`src/logic/dMemSs_settings.svh`:
```
`ifndef DMEMSS_SETTINGS_SVH
`define DMEMSS_SETTINGS_SVH

// ==========================================================================
// Memory map
// ==========================================================================
`define CR_MEM_BASE        32'h0002_0000   // Control registers
`define CR_MEM_SIZE        32'd4096        // 4 KB window
`define CR_OFFSET_BITS     12              // Byte offset inside the CR window
`define VGA_MEM_BASE       32'h0003_0000   // Frame buffer
`define VGA_MEM_WORDS      32'd9600        // 640x480 bits, 32 pixels per word
`define VGA_ADDR_BITS      14              // Word index width of the frame buffer

// ==========================================================================
// Video timing, 640x480 at one pixel per clock
// ==========================================================================
`define H_VISIBLE          640
`define H_FRONT            16
`define H_SYNC             96
`define H_TOTAL            800
`define V_VISIBLE          480
`define V_FRONT            10
`define V_SYNC             2
`define V_TOTAL            525
`define VGA_WORDS_PER_LINE (`H_VISIBLE / 32)   // 20 words per scan line

`endif

```
`src/logic/dMemSsPkg.sv`:
```
`default_nettype none

`include "dMemSs_settings.svh"

package dMemSsPkg;

   // Core request in Q103H
   typedef struct packed {
      logic [31:0] address;
      logic [31:0] data;
      logic [3:0]  byteEn;
      logic        wrEn;
      logic        rdEn;
   } tCore2MemReq;

   // Result of the address decode
   typedef enum logic [1:0] {
      REGION_NONE = 2'd0,
      REGION_CR   = 2'd1,
      REGION_VGA  = 2'd2
   } tMemRegion;

   // Control register byte offsets, word aligned
   typedef enum logic [`CR_OFFSET_BITS-1:0] {
      CR_KBD_SCANCODE = 'h00,   // Read pops the keyboard
      CR_KBD_READY    = 'h04,
      CR_SWITCH       = 'h08,
      CR_KEY          = 'h0C,
      CR_LED          = 'h10,
      CR_SEG7_0       = 'h14,   // Digits 0..3
      CR_SEG7_1       = 'h18,   // Digits 4..5
      CR_VGA_X        = 'h1C,
      CR_VGA_Y        = 'h20
   } tCrReg;

   typedef struct packed {
      logic [3:0] red;
      logic [3:0] green;
      logic [3:0] blue;
      logic       hSync;    // Active low
      logic       vSync;    // Active low
   } tVgaOut;

   typedef struct packed {
      logic [7:0] scanCode;
      logic       valid;
   } tKbdDataRd;

   typedef struct packed {
      logic pop;
   } tKbdCtrl;

   typedef struct packed {
      logic [9:0] switches;
      logic [3:0] keys;
   } tFpgaIn;

   typedef struct packed {
      logic [9:0]      led;
      logic [5:0][7:0] seg7;   // One byte per digit
   } tFpgaOut;

endpackage

`default_nettype wire

```
`src/logic/dMemReqIf.sv`:
```
`timescale 1ns/100ps
`default_nettype none

// Request path from the router to one memory region
interface dMemReqIf;

   logic [31:0] address;   // Full core address, not rebased
   logic [31:0] wrData;
   logic [3:0]  byteEn;
   logic        wrEn;      // Only high when the address hits this region
   logic        rdEn;
   logic [31:0] rdData;    // Valid the cycle after rdEn, held until the next read

   modport router (
      output address,
      output wrData,
      output byteEn,
      output wrEn,
      output rdEn,
      input  rdData
   );

   modport target (
      input  address,
      input  wrData,
      input  byteEn,
      input  wrEn,
      input  rdEn,
      output rdData
   );

endinterface

`default_nettype wire

```
`src/logic/dMemRouter.sv`:
```
`timescale 1ns/100ps
`default_nettype none

`include "dMemSs_settings.svh"

module dMemRouter
   import dMemSsPkg::*;
(
   input  logic            Clock,
   input  logic            rstN,
   input  var tCore2MemReq coreReq,    // Q103H
   output logic [31:0]     rdRsp,      // Q104H
   dMemReqIf.router        crReqIf,
   dMemReqIf.router        vgaReqIf
);

   tMemRegion regionQ103H;
   tMemRegion rdRegionQ104H;

   // ==========================================================================
   // Region decode, Q103H
   // ==========================================================================
   always_comb begin
      regionQ103H = REGION_NONE;    // Unmapped by default
      if ((coreReq.address >= `CR_MEM_BASE) &&
          (coreReq.address <  `CR_MEM_BASE + `CR_MEM_SIZE)) begin
         regionQ103H = REGION_CR;
      end else if ((coreReq.address >= `VGA_MEM_BASE) &&
                   (coreReq.address <  `VGA_MEM_BASE + (`VGA_MEM_WORDS * 32'd4))) begin
         regionQ103H = REGION_VGA;
      end
   end

   // ==========================================================================
   // Request fan-out
   // ==========================================================================
   // Payload goes to both regions as is
   assign crReqIf.address  = coreReq.address;
   assign crReqIf.wrData   = coreReq.data;
   assign crReqIf.byteEn   = coreReq.byteEn;
   assign vgaReqIf.address = coreReq.address;
   assign vgaReqIf.wrData  = coreReq.data;
   assign vgaReqIf.byteEn  = coreReq.byteEn;

   // Strobes only reach the region that was hit
   assign crReqIf.wrEn  = coreReq.wrEn && (regionQ103H == REGION_CR);
   assign crReqIf.rdEn  = coreReq.rdEn && (regionQ103H == REGION_CR);
   assign vgaReqIf.wrEn = coreReq.wrEn && (regionQ103H == REGION_VGA);
   assign vgaReqIf.rdEn = coreReq.rdEn && (regionQ103H == REGION_VGA);
   // Unmapped writes fall through here and are lost

   // ==========================================================================
   // Read response, Q104H
   // ==========================================================================
   // Remember where the last read went, targets hold their data the same way
   always_ff @(posedge Clock or negedge rstN) begin
      if (!rstN) begin
         rdRegionQ104H <= REGION_NONE;
      end else if (coreReq.rdEn) begin
         rdRegionQ104H <= regionQ103H;
      end
   end

   always_comb begin
      unique case (rdRegionQ104H)
         REGION_CR:  rdRsp = crReqIf.rdData;
         REGION_VGA: rdRsp = vgaReqIf.rdData;
         default:    rdRsp = '0;              // Unmapped read returns zero
      endcase
   end

   // Core never issues a load and a store together
   assert property (@(posedge Clock) disable iff (!rstN)
      !(coreReq.wrEn && coreReq.rdEn))
      else $error("dMemRouter: wrEn and rdEn high together");

endmodule

`default_nettype wire

```
`src/flat_wrapper.sv`:
```
// flat-port wrapper written by rule: the top's interface ports become plain ports
module dMemRouter_flat import dMemSsPkg::*;
  (Clock, rstN, coreReq, rdRsp, crReqIf_address, crReqIf_wrData, crReqIf_byteEn, crReqIf_wrEn, crReqIf_rdEn, crReqIf_rdData, vgaReqIf_address, vgaReqIf_wrData, vgaReqIf_byteEn, vgaReqIf_wrEn, vgaReqIf_rdEn, vgaReqIf_rdData);
  dMemReqIf crReqIf_i ();
  dMemReqIf vgaReqIf_i ();
  input  logic Clock;
  input  logic rstN;
  input  var tCore2MemReq coreReq;
  output logic [31:0] rdRsp;
  output wire logic [$bits(crReqIf_i.address)-1:0] crReqIf_address;
  output wire logic [$bits(crReqIf_i.wrData)-1:0] crReqIf_wrData;
  output wire logic [$bits(crReqIf_i.byteEn)-1:0] crReqIf_byteEn;
  output wire logic [$bits(crReqIf_i.wrEn)-1:0] crReqIf_wrEn;
  output wire logic [$bits(crReqIf_i.rdEn)-1:0] crReqIf_rdEn;
  input wire logic [$bits(crReqIf_i.rdData)-1:0] crReqIf_rdData;
  output wire logic [$bits(vgaReqIf_i.address)-1:0] vgaReqIf_address;
  output wire logic [$bits(vgaReqIf_i.wrData)-1:0] vgaReqIf_wrData;
  output wire logic [$bits(vgaReqIf_i.byteEn)-1:0] vgaReqIf_byteEn;
  output wire logic [$bits(vgaReqIf_i.wrEn)-1:0] vgaReqIf_wrEn;
  output wire logic [$bits(vgaReqIf_i.rdEn)-1:0] vgaReqIf_rdEn;
  input wire logic [$bits(vgaReqIf_i.rdData)-1:0] vgaReqIf_rdData;
  assign crReqIf_address = crReqIf_i.address;
  assign crReqIf_wrData = crReqIf_i.wrData;
  assign crReqIf_byteEn = crReqIf_i.byteEn;
  assign crReqIf_wrEn = crReqIf_i.wrEn;
  assign crReqIf_rdEn = crReqIf_i.rdEn;
  assign crReqIf_i.rdData = crReqIf_rdData;
  assign vgaReqIf_address = vgaReqIf_i.address;
  assign vgaReqIf_wrData = vgaReqIf_i.wrData;
  assign vgaReqIf_byteEn = vgaReqIf_i.byteEn;
  assign vgaReqIf_wrEn = vgaReqIf_i.wrEn;
  assign vgaReqIf_rdEn = vgaReqIf_i.rdEn;
  assign vgaReqIf_i.rdData = vgaReqIf_rdData;
  dMemRouter u_core (.Clock(Clock), .rstN(rstN), .coreReq(coreReq), .rdRsp(rdRsp), .crReqIf(crReqIf_i), .vgaReqIf(vgaReqIf_i));
endmodule
```
`config.mk`:
```
export PLATFORM = sky130hd
export DESIGN_NAME = dMemRouter_flat
export DESIGN_NICKNAME = d
export VERILOG_FILES = /design/src/logic/dMemSsPkg.sv /design/src/logic/dMemReqIf.sv /design/src/logic/dMemRouter.sv /design/src/flat_wrapper.sv
export VERILOG_INCLUDE_DIRS = /design/src /design/src/logic
export SDC_FILE = /design/constraint.sdc
export NUM_CORES = 1
export LEC_CHECK = 0
export BUFFER_PORTS_ARGS = -buffer_cell sky130_fd_sc_hd__buf_2
export CAP_MARGIN = 40
export CORE_AREA = 3 3 119 121
export CTS_CLUSTER_SIZE = 12
export DETAILED_ROUTE_END_ITERATION = 16
export DIE_AREA = 0 0 122 124
export GPL_ROUTABILITY_DRIVEN = 0
export PLACE_DENSITY = 0.48
export REMOVE_ABC_BUFFERS = 1
export SLEW_MARGIN = 20
export SYNTH_ARGS = -nofsm -noshare
export SYNTH_HDL_FRONTEND = slang
export SYNTH_SLANG_ARGS = --single-unit
```
`constraint.sdc`:
```
create_clock -name Clock -period 2.3 [get_ports Clock]
set_input_delay 0.46 -clock Clock [delete_from_list [all_inputs] [get_ports Clock]]
set_output_delay 0.46 -clock Clock [all_outputs]
set_load 0.02 [all_outputs]
```
==> results of run 1 <==
==> cell usage after synthesis <==
cell	n	share of area
nor3b_1	1	0.0045
a31oi_1	1	0.0038
nor2_1	34	0.077
nor3_1	5	0.015
dfrtp_1	2	0.030
a22oi_1	32	0.14
buf_4	136	0.61
ha_1	2	0.015
nand4_2	1	0.0075
nand2_1	3	0.0068
clkbuf_1	9	0.020
nor4_2	2	0.015
nand3_1	3	0.0090
o32ai_2	1	0.0098
o31ai_1	1	0.0045
nor4_4	1	0.013
inv_1	5	0.011
==> through the flow <==
stage	power, mW	cell area (sq um)	hold slack (ns)	cells
2_1_floorplan	0.0456	609	0.164	94
3_3_place_gp	0.242	1740	0.247	448
3_5_place_dp	0.242	1740	0.246	448
4_1_cts	0.509	1810	0.0150	451
5_1_grt	0.524	1810	0.0167	451
6_report	0.499	1810	0.0176	451
==> worst max path at each step <==
stage | start | to | cells after the start
detailed placement | coreReq[59] | vgaReqIf_wrEn | 5
CTS | coreReq[59] | vgaReqIf_wrEn | 5
global route | coreReq[59] | vgaReqIf_wrEn | 5
finish | coreReq[59] | vgaReqIf_wrEn | 5
floorplan | u_core.rdRegionQ104H[0]$_DFFE_PN0P_ | rdRsp[0] | 4
global placement | coreReq[59] | vgaReqIf_wrEn | 5
==> power breakdown <==
part | switching, mW | internal (mW)
sequential | 0.0000000749 | 0.0355
clock | 0.0388 | 0.221
combinational | 0.117 | 0.0866
==> cells by family (layout without fill, tap and decap cells) <==
logic type | Yosys count | in the layout
and+or+nand+nor | 50 | 50
AOI/OAI and AO/OA | 35 | 35
DFF | 2 | 2
buffers and inverters | 150 | 186
adders and majority gates | 2 | 2
==> layout make-up <==
cell class              instances  area [sq um]  share of cell area
multi-input cells              87           541               0.299
clock buffers                   3          75.1              0.0415
inverters                       5          18.8              0.0104
flip-flops and latches          2          50.0              0.0276
repair buffers                178           906               0.500
well taps                     176           220               0.122
==> metal layers <==
metal	up-vias	track usage	routed length, microns
li1	732	-	-
met1	687	0.110	3160
met2	273	0.165	3960
met3	10	0.159	2960
met4	6	0.0147	42
met5	-	0.122	214
==> critical path, cell delays in order <==
cell,delay (ns)
buf_2,0.11
nor3b_1,0.31
nand4_2,0.26
nor3_1,0.28
buf_2,0.21
==> results.txt, run 1 <==
----------------------------------------------------
[Clock network]
  Cells resized by post-CTS repair ... 0
  Maximum number of buffers from clock root to sink ... 2
  Post-CTS clock slew at the launch and capture registers of the worst setup and hold paths ... 0.03 ns
  Total number of clock tree sinks ... 2
  Post-CTS setup buffer count ... 0
  Clock insertion delay at the later pin of the skew report ... 0.22 ns
  Hold-fix buffers, CTS ... 0
  Clk root buf ... clkbuf_16
  TritonCTS clock tree ... yes
  H-tree depth reported by CTS ... 1
  Number of clock buffers inserted by TritonCTS ... 3

[Global route]
  Pin count of the biggest net entering global routing ... 23
  Total overflow reported by the global router ... 0
  Via count of the first global-routing pass ... 1548
  Antenna violations before repair ... 0
  GRT Total Usage ... 0.123
  First-pass GRT wire length ... 12700 microns

[Layout]
  Register with the most flip-flops ... u_core.rdRegionQ104H
  Most common cell after layout, fill and taps aside ... buf_2
  Signed area change from the synthesized netlist to the final layout ... 8.80%
  Final net count ... between 400 and 500
  Fillcell total ... 1555
  Fraction of layout instances using a drive strength above 1 ... 0.676
  Largest registers ... u_core.rdRegionQ104H: 2 flops
  Max FFs per register ... 2
  Antenna Cells ... 0
  Most used cells in the layout excluding fill and tap cells ... buf_2, nor2_1, a22oi_1
  End-of-flow core utilization ... 0.137

[Power and ir drop]
  Power per unit of standard cell area ... 276 nW/um^2
  Leakage ... 0.911 nW
  IR Drop Worst-Case VDD ... 286 uV

[Worst hold path]
  Class of the most critical hold timing path ... in2async

[Setup path]
  Beginning of the worst register-to-register path ... u_core.rdRegionQ104H[1]$_DFFE_PN0P_
  Worst r2r path cells ... 2
  Critical path fanouts, max ... 6
  Setup slack on the worst flop-to-flop path ... 1.64 ns
  Critical register-to-register path endpoint ... u_core.rdRegionQ104H[1]$_DFFE_PN0P_
  Critical setup path kind ... in2out
  CP Capture Type ... output port
  Type of element launching the critical path ... input port
  Required time of the worst setup path ... 1.84 ns
  Worst EP arrival ... 1.64 ns

[Logic synthesis]
  Mapped cell area ... 1660 sq um
  Portion of netlist area occupied by mux cells ... 0
  Sequential share of the synthesized area ... 0.0301
  Mean post-synth cell area ... between 6 and 7 sq um
  Simple-Gate Fraction of Synth Area ... 0.147
  Number of different library cells in the post-synthesis netlist ... 17
  Syn Inst Count ... 239
  Area fraction in compound gates after synthesis ... 0.162
  Yosys reg bits ... 2
  Adder and majority gate portion of the synthesized area ... 0.0150
  Count of yosys warnings during synthesis ... 0
  Main combinational cell family by area after synthesis ... buffers and inverters
  Xor-xnor portion of the synthesized cell area ... 0

[Floorplanning]
  Die Area ... 15100 sq um
  Number of primary I/O pins ... 308
  Number of placement rows ... 42
  Die W ... 122 microns
  Chip Height ... 124 microns
  Starting density of the core ... 0.126
  Core region area ... 13200 sq um

[Place]
  Placement-stage worst setup slack ... 0.150 ns
  IO Port Bufs ... 172
  Post-detailed-placement half-perimeter wirelength ... 9140 microns

[STA]
  Setup repair after global routing missed its margin ... no
  Final setup margin ... approximately 0.20 ns
  Tcrit/Tclk final ... 0.912
  Hold Violations, Final ... 0
  Worst Clk Skew ... 0 ns
  Number of endpoints failing setup at the final stage ... 0
  Fmax ... 0.477 GHz
  Worst slew slack as a fraction of its limit ... 0.774
  Actual slew at the worst max-slew pin ... between 0.3 and 0.4 ns
  Shortest clock period the worst path allows after layout ... 2.10 ns
  Final-report max-slew violation count ... 0
  Setup TNS ... 0 ns

[Route]
  Number of remaining DRC errors ... 0
  Drt first-iter violations ... 81
  Vias per std cell ... 3.79
  Routed vias ... 1708
  Remaining antenna violation count after routing ... 0
  Number of iterations in the first detailed-routing pass ... 4
  Routed WL ... 10300 microns
  Wire length per cell after detailed routing ... ~23 microns

[Flow run]
  Max Cap Violations ... 0

[Run status]
  Status ... complete, no violations

----------------------------------------------------
(Power assumes the default switching activity.)
==> inputs of run 2 (changes only) <==
--- a/config.mk
+++ b/config.mk
@@ -9,6 +9,7 @@
 export BUFFER_PORTS_ARGS = -buffer_cell sky130_fd_sc_hd__buf_2
 export CAP_MARGIN = 40
 export CORE_AREA = 3 3 119 121
+export CTS_BUF_LIST = sky130_fd_sc_hd__clkbuf_4
 export CTS_CLUSTER_SIZE = 12
 export DETAILED_ROUTE_END_ITERATION = 16
 export DIE_AREA = 0 0 122 124
==> results.txt, run 2 (synthesis gave the netlist of run 1 again) <==
----------------------------------------------------
[Run status]
  Status ... complete, no violations

[Place]
  IO Port Bufs ... 172 (unchanged)
  Post-detailed-placement half-perimeter wirelength ... 9140 microns (unchanged)

[Setup path]
  Worst EP arrival ... 1.64 ns (about the same)
  CP Capture Type ... output port
  Type of element launching the critical path ... input port
  Required time of the worst setup path ... 1.84 ns (about the same)
  Critical path fanouts, max ... 6 (unchanged)
  CP startpoint ... coreReq[59]
  Beginning of the worst register-to-register path ... u_core.rdRegionQ104H[1]$_DFFE_PN0P_
  Critical setup path kind ... in2out

[Layout]
  Max FFs per register ... 2 (unchanged)
  Sequential cell area ... 50.0 sq um (unchanged)
  Fillcell total ... 1561 (+0.39%)
  Antenna Cells ... 0 (unchanged)
  Most common cell after layout, fill and taps aside ... buf_2
  Area occupied by multi-input gates ... 541 sq um (unchanged)
  Final net count ... 415 (unchanged)
  Most used cells in the layout excluding fill and tap cells ... buf_2, nor2_1, a22oi_1
  Fraction of layout instances using a drive strength above 1 ... 0.676 (unchanged)
  Largest registers ... u_core.rdRegionQ104H: 2 flops
  Signed area change from the synthesized netlist to the final layout ... 5.64%
  Register with the most flip-flops ... u_core.rdRegionQ104H
  End-of-flow core utilization ... 0.133 (-0.00398)

[Route]
  Drt first-iter violations ... 90 (+11%)
  Routed vias ... 1703 (-0.29%)
  Number of remaining DRC errors ... 0 (unchanged)
  Remaining antenna violation count after routing ... 0 (unchanged)
  Routed WL ... 10300 microns (about the same)
  Length of routed met2 wiring ... 3960 microns (about the same)
  Met3 routed wirelength ... 2990 microns (+0.81%)
  Post-Route M1 WL ... 3130 microns (-0.92%)
  Vias per std cell ... 3.78 (-0.29%)
  Wire length per cell after detailed routing ... 22.9 microns (about the same)
  Top routing layer used ... met5
  Number of iterations in the first detailed-routing pass ... 5 (+1)

[STA]
  Setup TNS ... 0 ns (unchanged)
  Fmax ... 0.477 GHz (about the same)
  Shortest clock period the worst path allows after layout ... 2.10 ns (+0.000853 ns)
  Worst Clk Skew ... 0 ns (unchanged)
  Worst slew slack as a fraction of its limit ... 0.774 (about the same)
  Actual slew at the worst max-slew pin ... 0.337 ns (-0.0000832 ns)
  Tcrit/Tclk final ... 0.912 (about the same)
  Final-report max-slew violation count ... 0 (unchanged)
  Setup repair after global routing missed its margin ... no
  Number of endpoints failing setup at the final stage ... 0 (unchanged)
  Hold Violations, Final ... 0 (unchanged)

[Floorplanning]
  Number of primary I/O pins ... 308 (unchanged)
  Die W ... 122 microns (unchanged)
  Core region area ... 13200 sq um (unchanged)
  Number of placement rows ... 42 (unchanged)
  Die Area ... 15100 sq um (unchanged)
  Starting density of the core ... 0.126 (unchanged)
  Chip Height ... 124 microns (unchanged)

[Global route]
  Pin count of the biggest net entering global routing ... 23 (unchanged)
  Total overflow reported by the global router ... 0 (unchanged)
  Via count of the first global-routing pass ... 1546 (-0.13%)
  Antenna violations before repair ... 0 (unchanged)
  First-pass GRT wire length ... 12700 microns (-0.22%)
  GRT Total Usage ... 0.123 (-0.000382)

[Clock network]
  Post-CTS setup buffer count ... 0 (unchanged)
  H-tree depth reported by CTS ... 1 (unchanged)
  Maximum number of buffers from clock root to sink ... 2 (unchanged)
  TritonCTS clock tree ... yes
  Clk root buf ... clkbuf_4
  Clock insertion delay at the later pin of the skew report ... 0.22 ns (about the same)
  Number of clock buffers inserted by TritonCTS ... 3 (unchanged)
  Cells resized by post-CTS repair ... 0 (unchanged)
  Post-CTS clock slew at the launch and capture registers of the worst setup and hold paths ... 0.03 ns (about the same)
  Total number of clock tree sinks ... 2 (unchanged)
  Hold-fix buffers, CTS ... 0 (unchanged)

[Power and ir drop]
  IR Drop Worst-Case VDD ... 133 uV (-53%)
  Leakage ... 0.888 nW (-2.5%)
  Power per unit of standard cell area ... 180 nW/um^2 (-35%)

[Worst hold path]
  Class of the most critical hold timing path ... in2async

[Flow run]
  Max Cap Violations ... 0 (unchanged)

----------------------------------------------------
==> run 2: final timing paths <==
check,endpoint,slack (ns),depth (start not counted)
worst max-delay path,vgaReqIf_wrEn,0.20,5
worst min-delay path,u_core.rdRegionQ104H[0]$_DFFE_PN0P_,0.01,1
worst max register to register,u_core.rdRegionQ104H[1]$_DFFE_PN0P_,1.64,2
worst min register to register,u_core.rdRegionQ104H[0]$_DFFE_PN0P_,0.53,2
max in group asynchronous,u_core.rdRegionQ104H[1]$_DFFE_PN0P_,2.19,1
min in group Clock,u_core.rdRegionQ104H[1]$_DFFE_PN0P_,0.47,2
==> run 2: area by class of cell <==
class                   count  share of cell area
inverters                   5              0.0107
well taps                 176               0.125
clock buffers               3              0.0128
flip-flops and latches      2              0.0285
repair buffers            178               0.515
multi-input cells          87               0.307
==> run 2: per-stage QoR <==
step                      total power [mW]  instances  setup WS [ns]  hold slack, ns  area, sq um
final                                0.317        451          0.203          0.0129         1760
after global routing                 0.341        451         0.0392         0.00352         1760
after CTS                            0.327        451          0.137         0.00100         1760
after detailed placement             0.242        448          0.150           0.246         1740
after global placement               0.242        448          0.143           0.247         1740
after floorplan                     0.0456         94          0.269           0.164          609
==> run 2: critical path: stages <==
cell and delay, ns:
buf_2 0.11, nor3b_1 0.31, nand4_2 0.26, nor3_1 0.28, buf_2 0.21
==> run 2: metal layers <==
metal | vias to the layer above | track usage
li1 | 732 | -
met4 | 6 | 0.0147
met2 | 273 | 0.165
met3 | 8 | 0.158
met5 | - | 0.122
met1 | 684 | 0.110
==> run 2: where the power goes <==
part | leakage (nW) | total (mW) | switching (mW) | internal [mW]
combinational | 0.847 | 0.203 | 0.117 | 0.0866
clock | 0.0138 | 0.0777 | 0.0201 | 0.0576
sequential | 0.0280 | 0.0355 | 0.0000000781 | 0.0355
total | 0.888 | 0.317 | 0.137 | 0.180
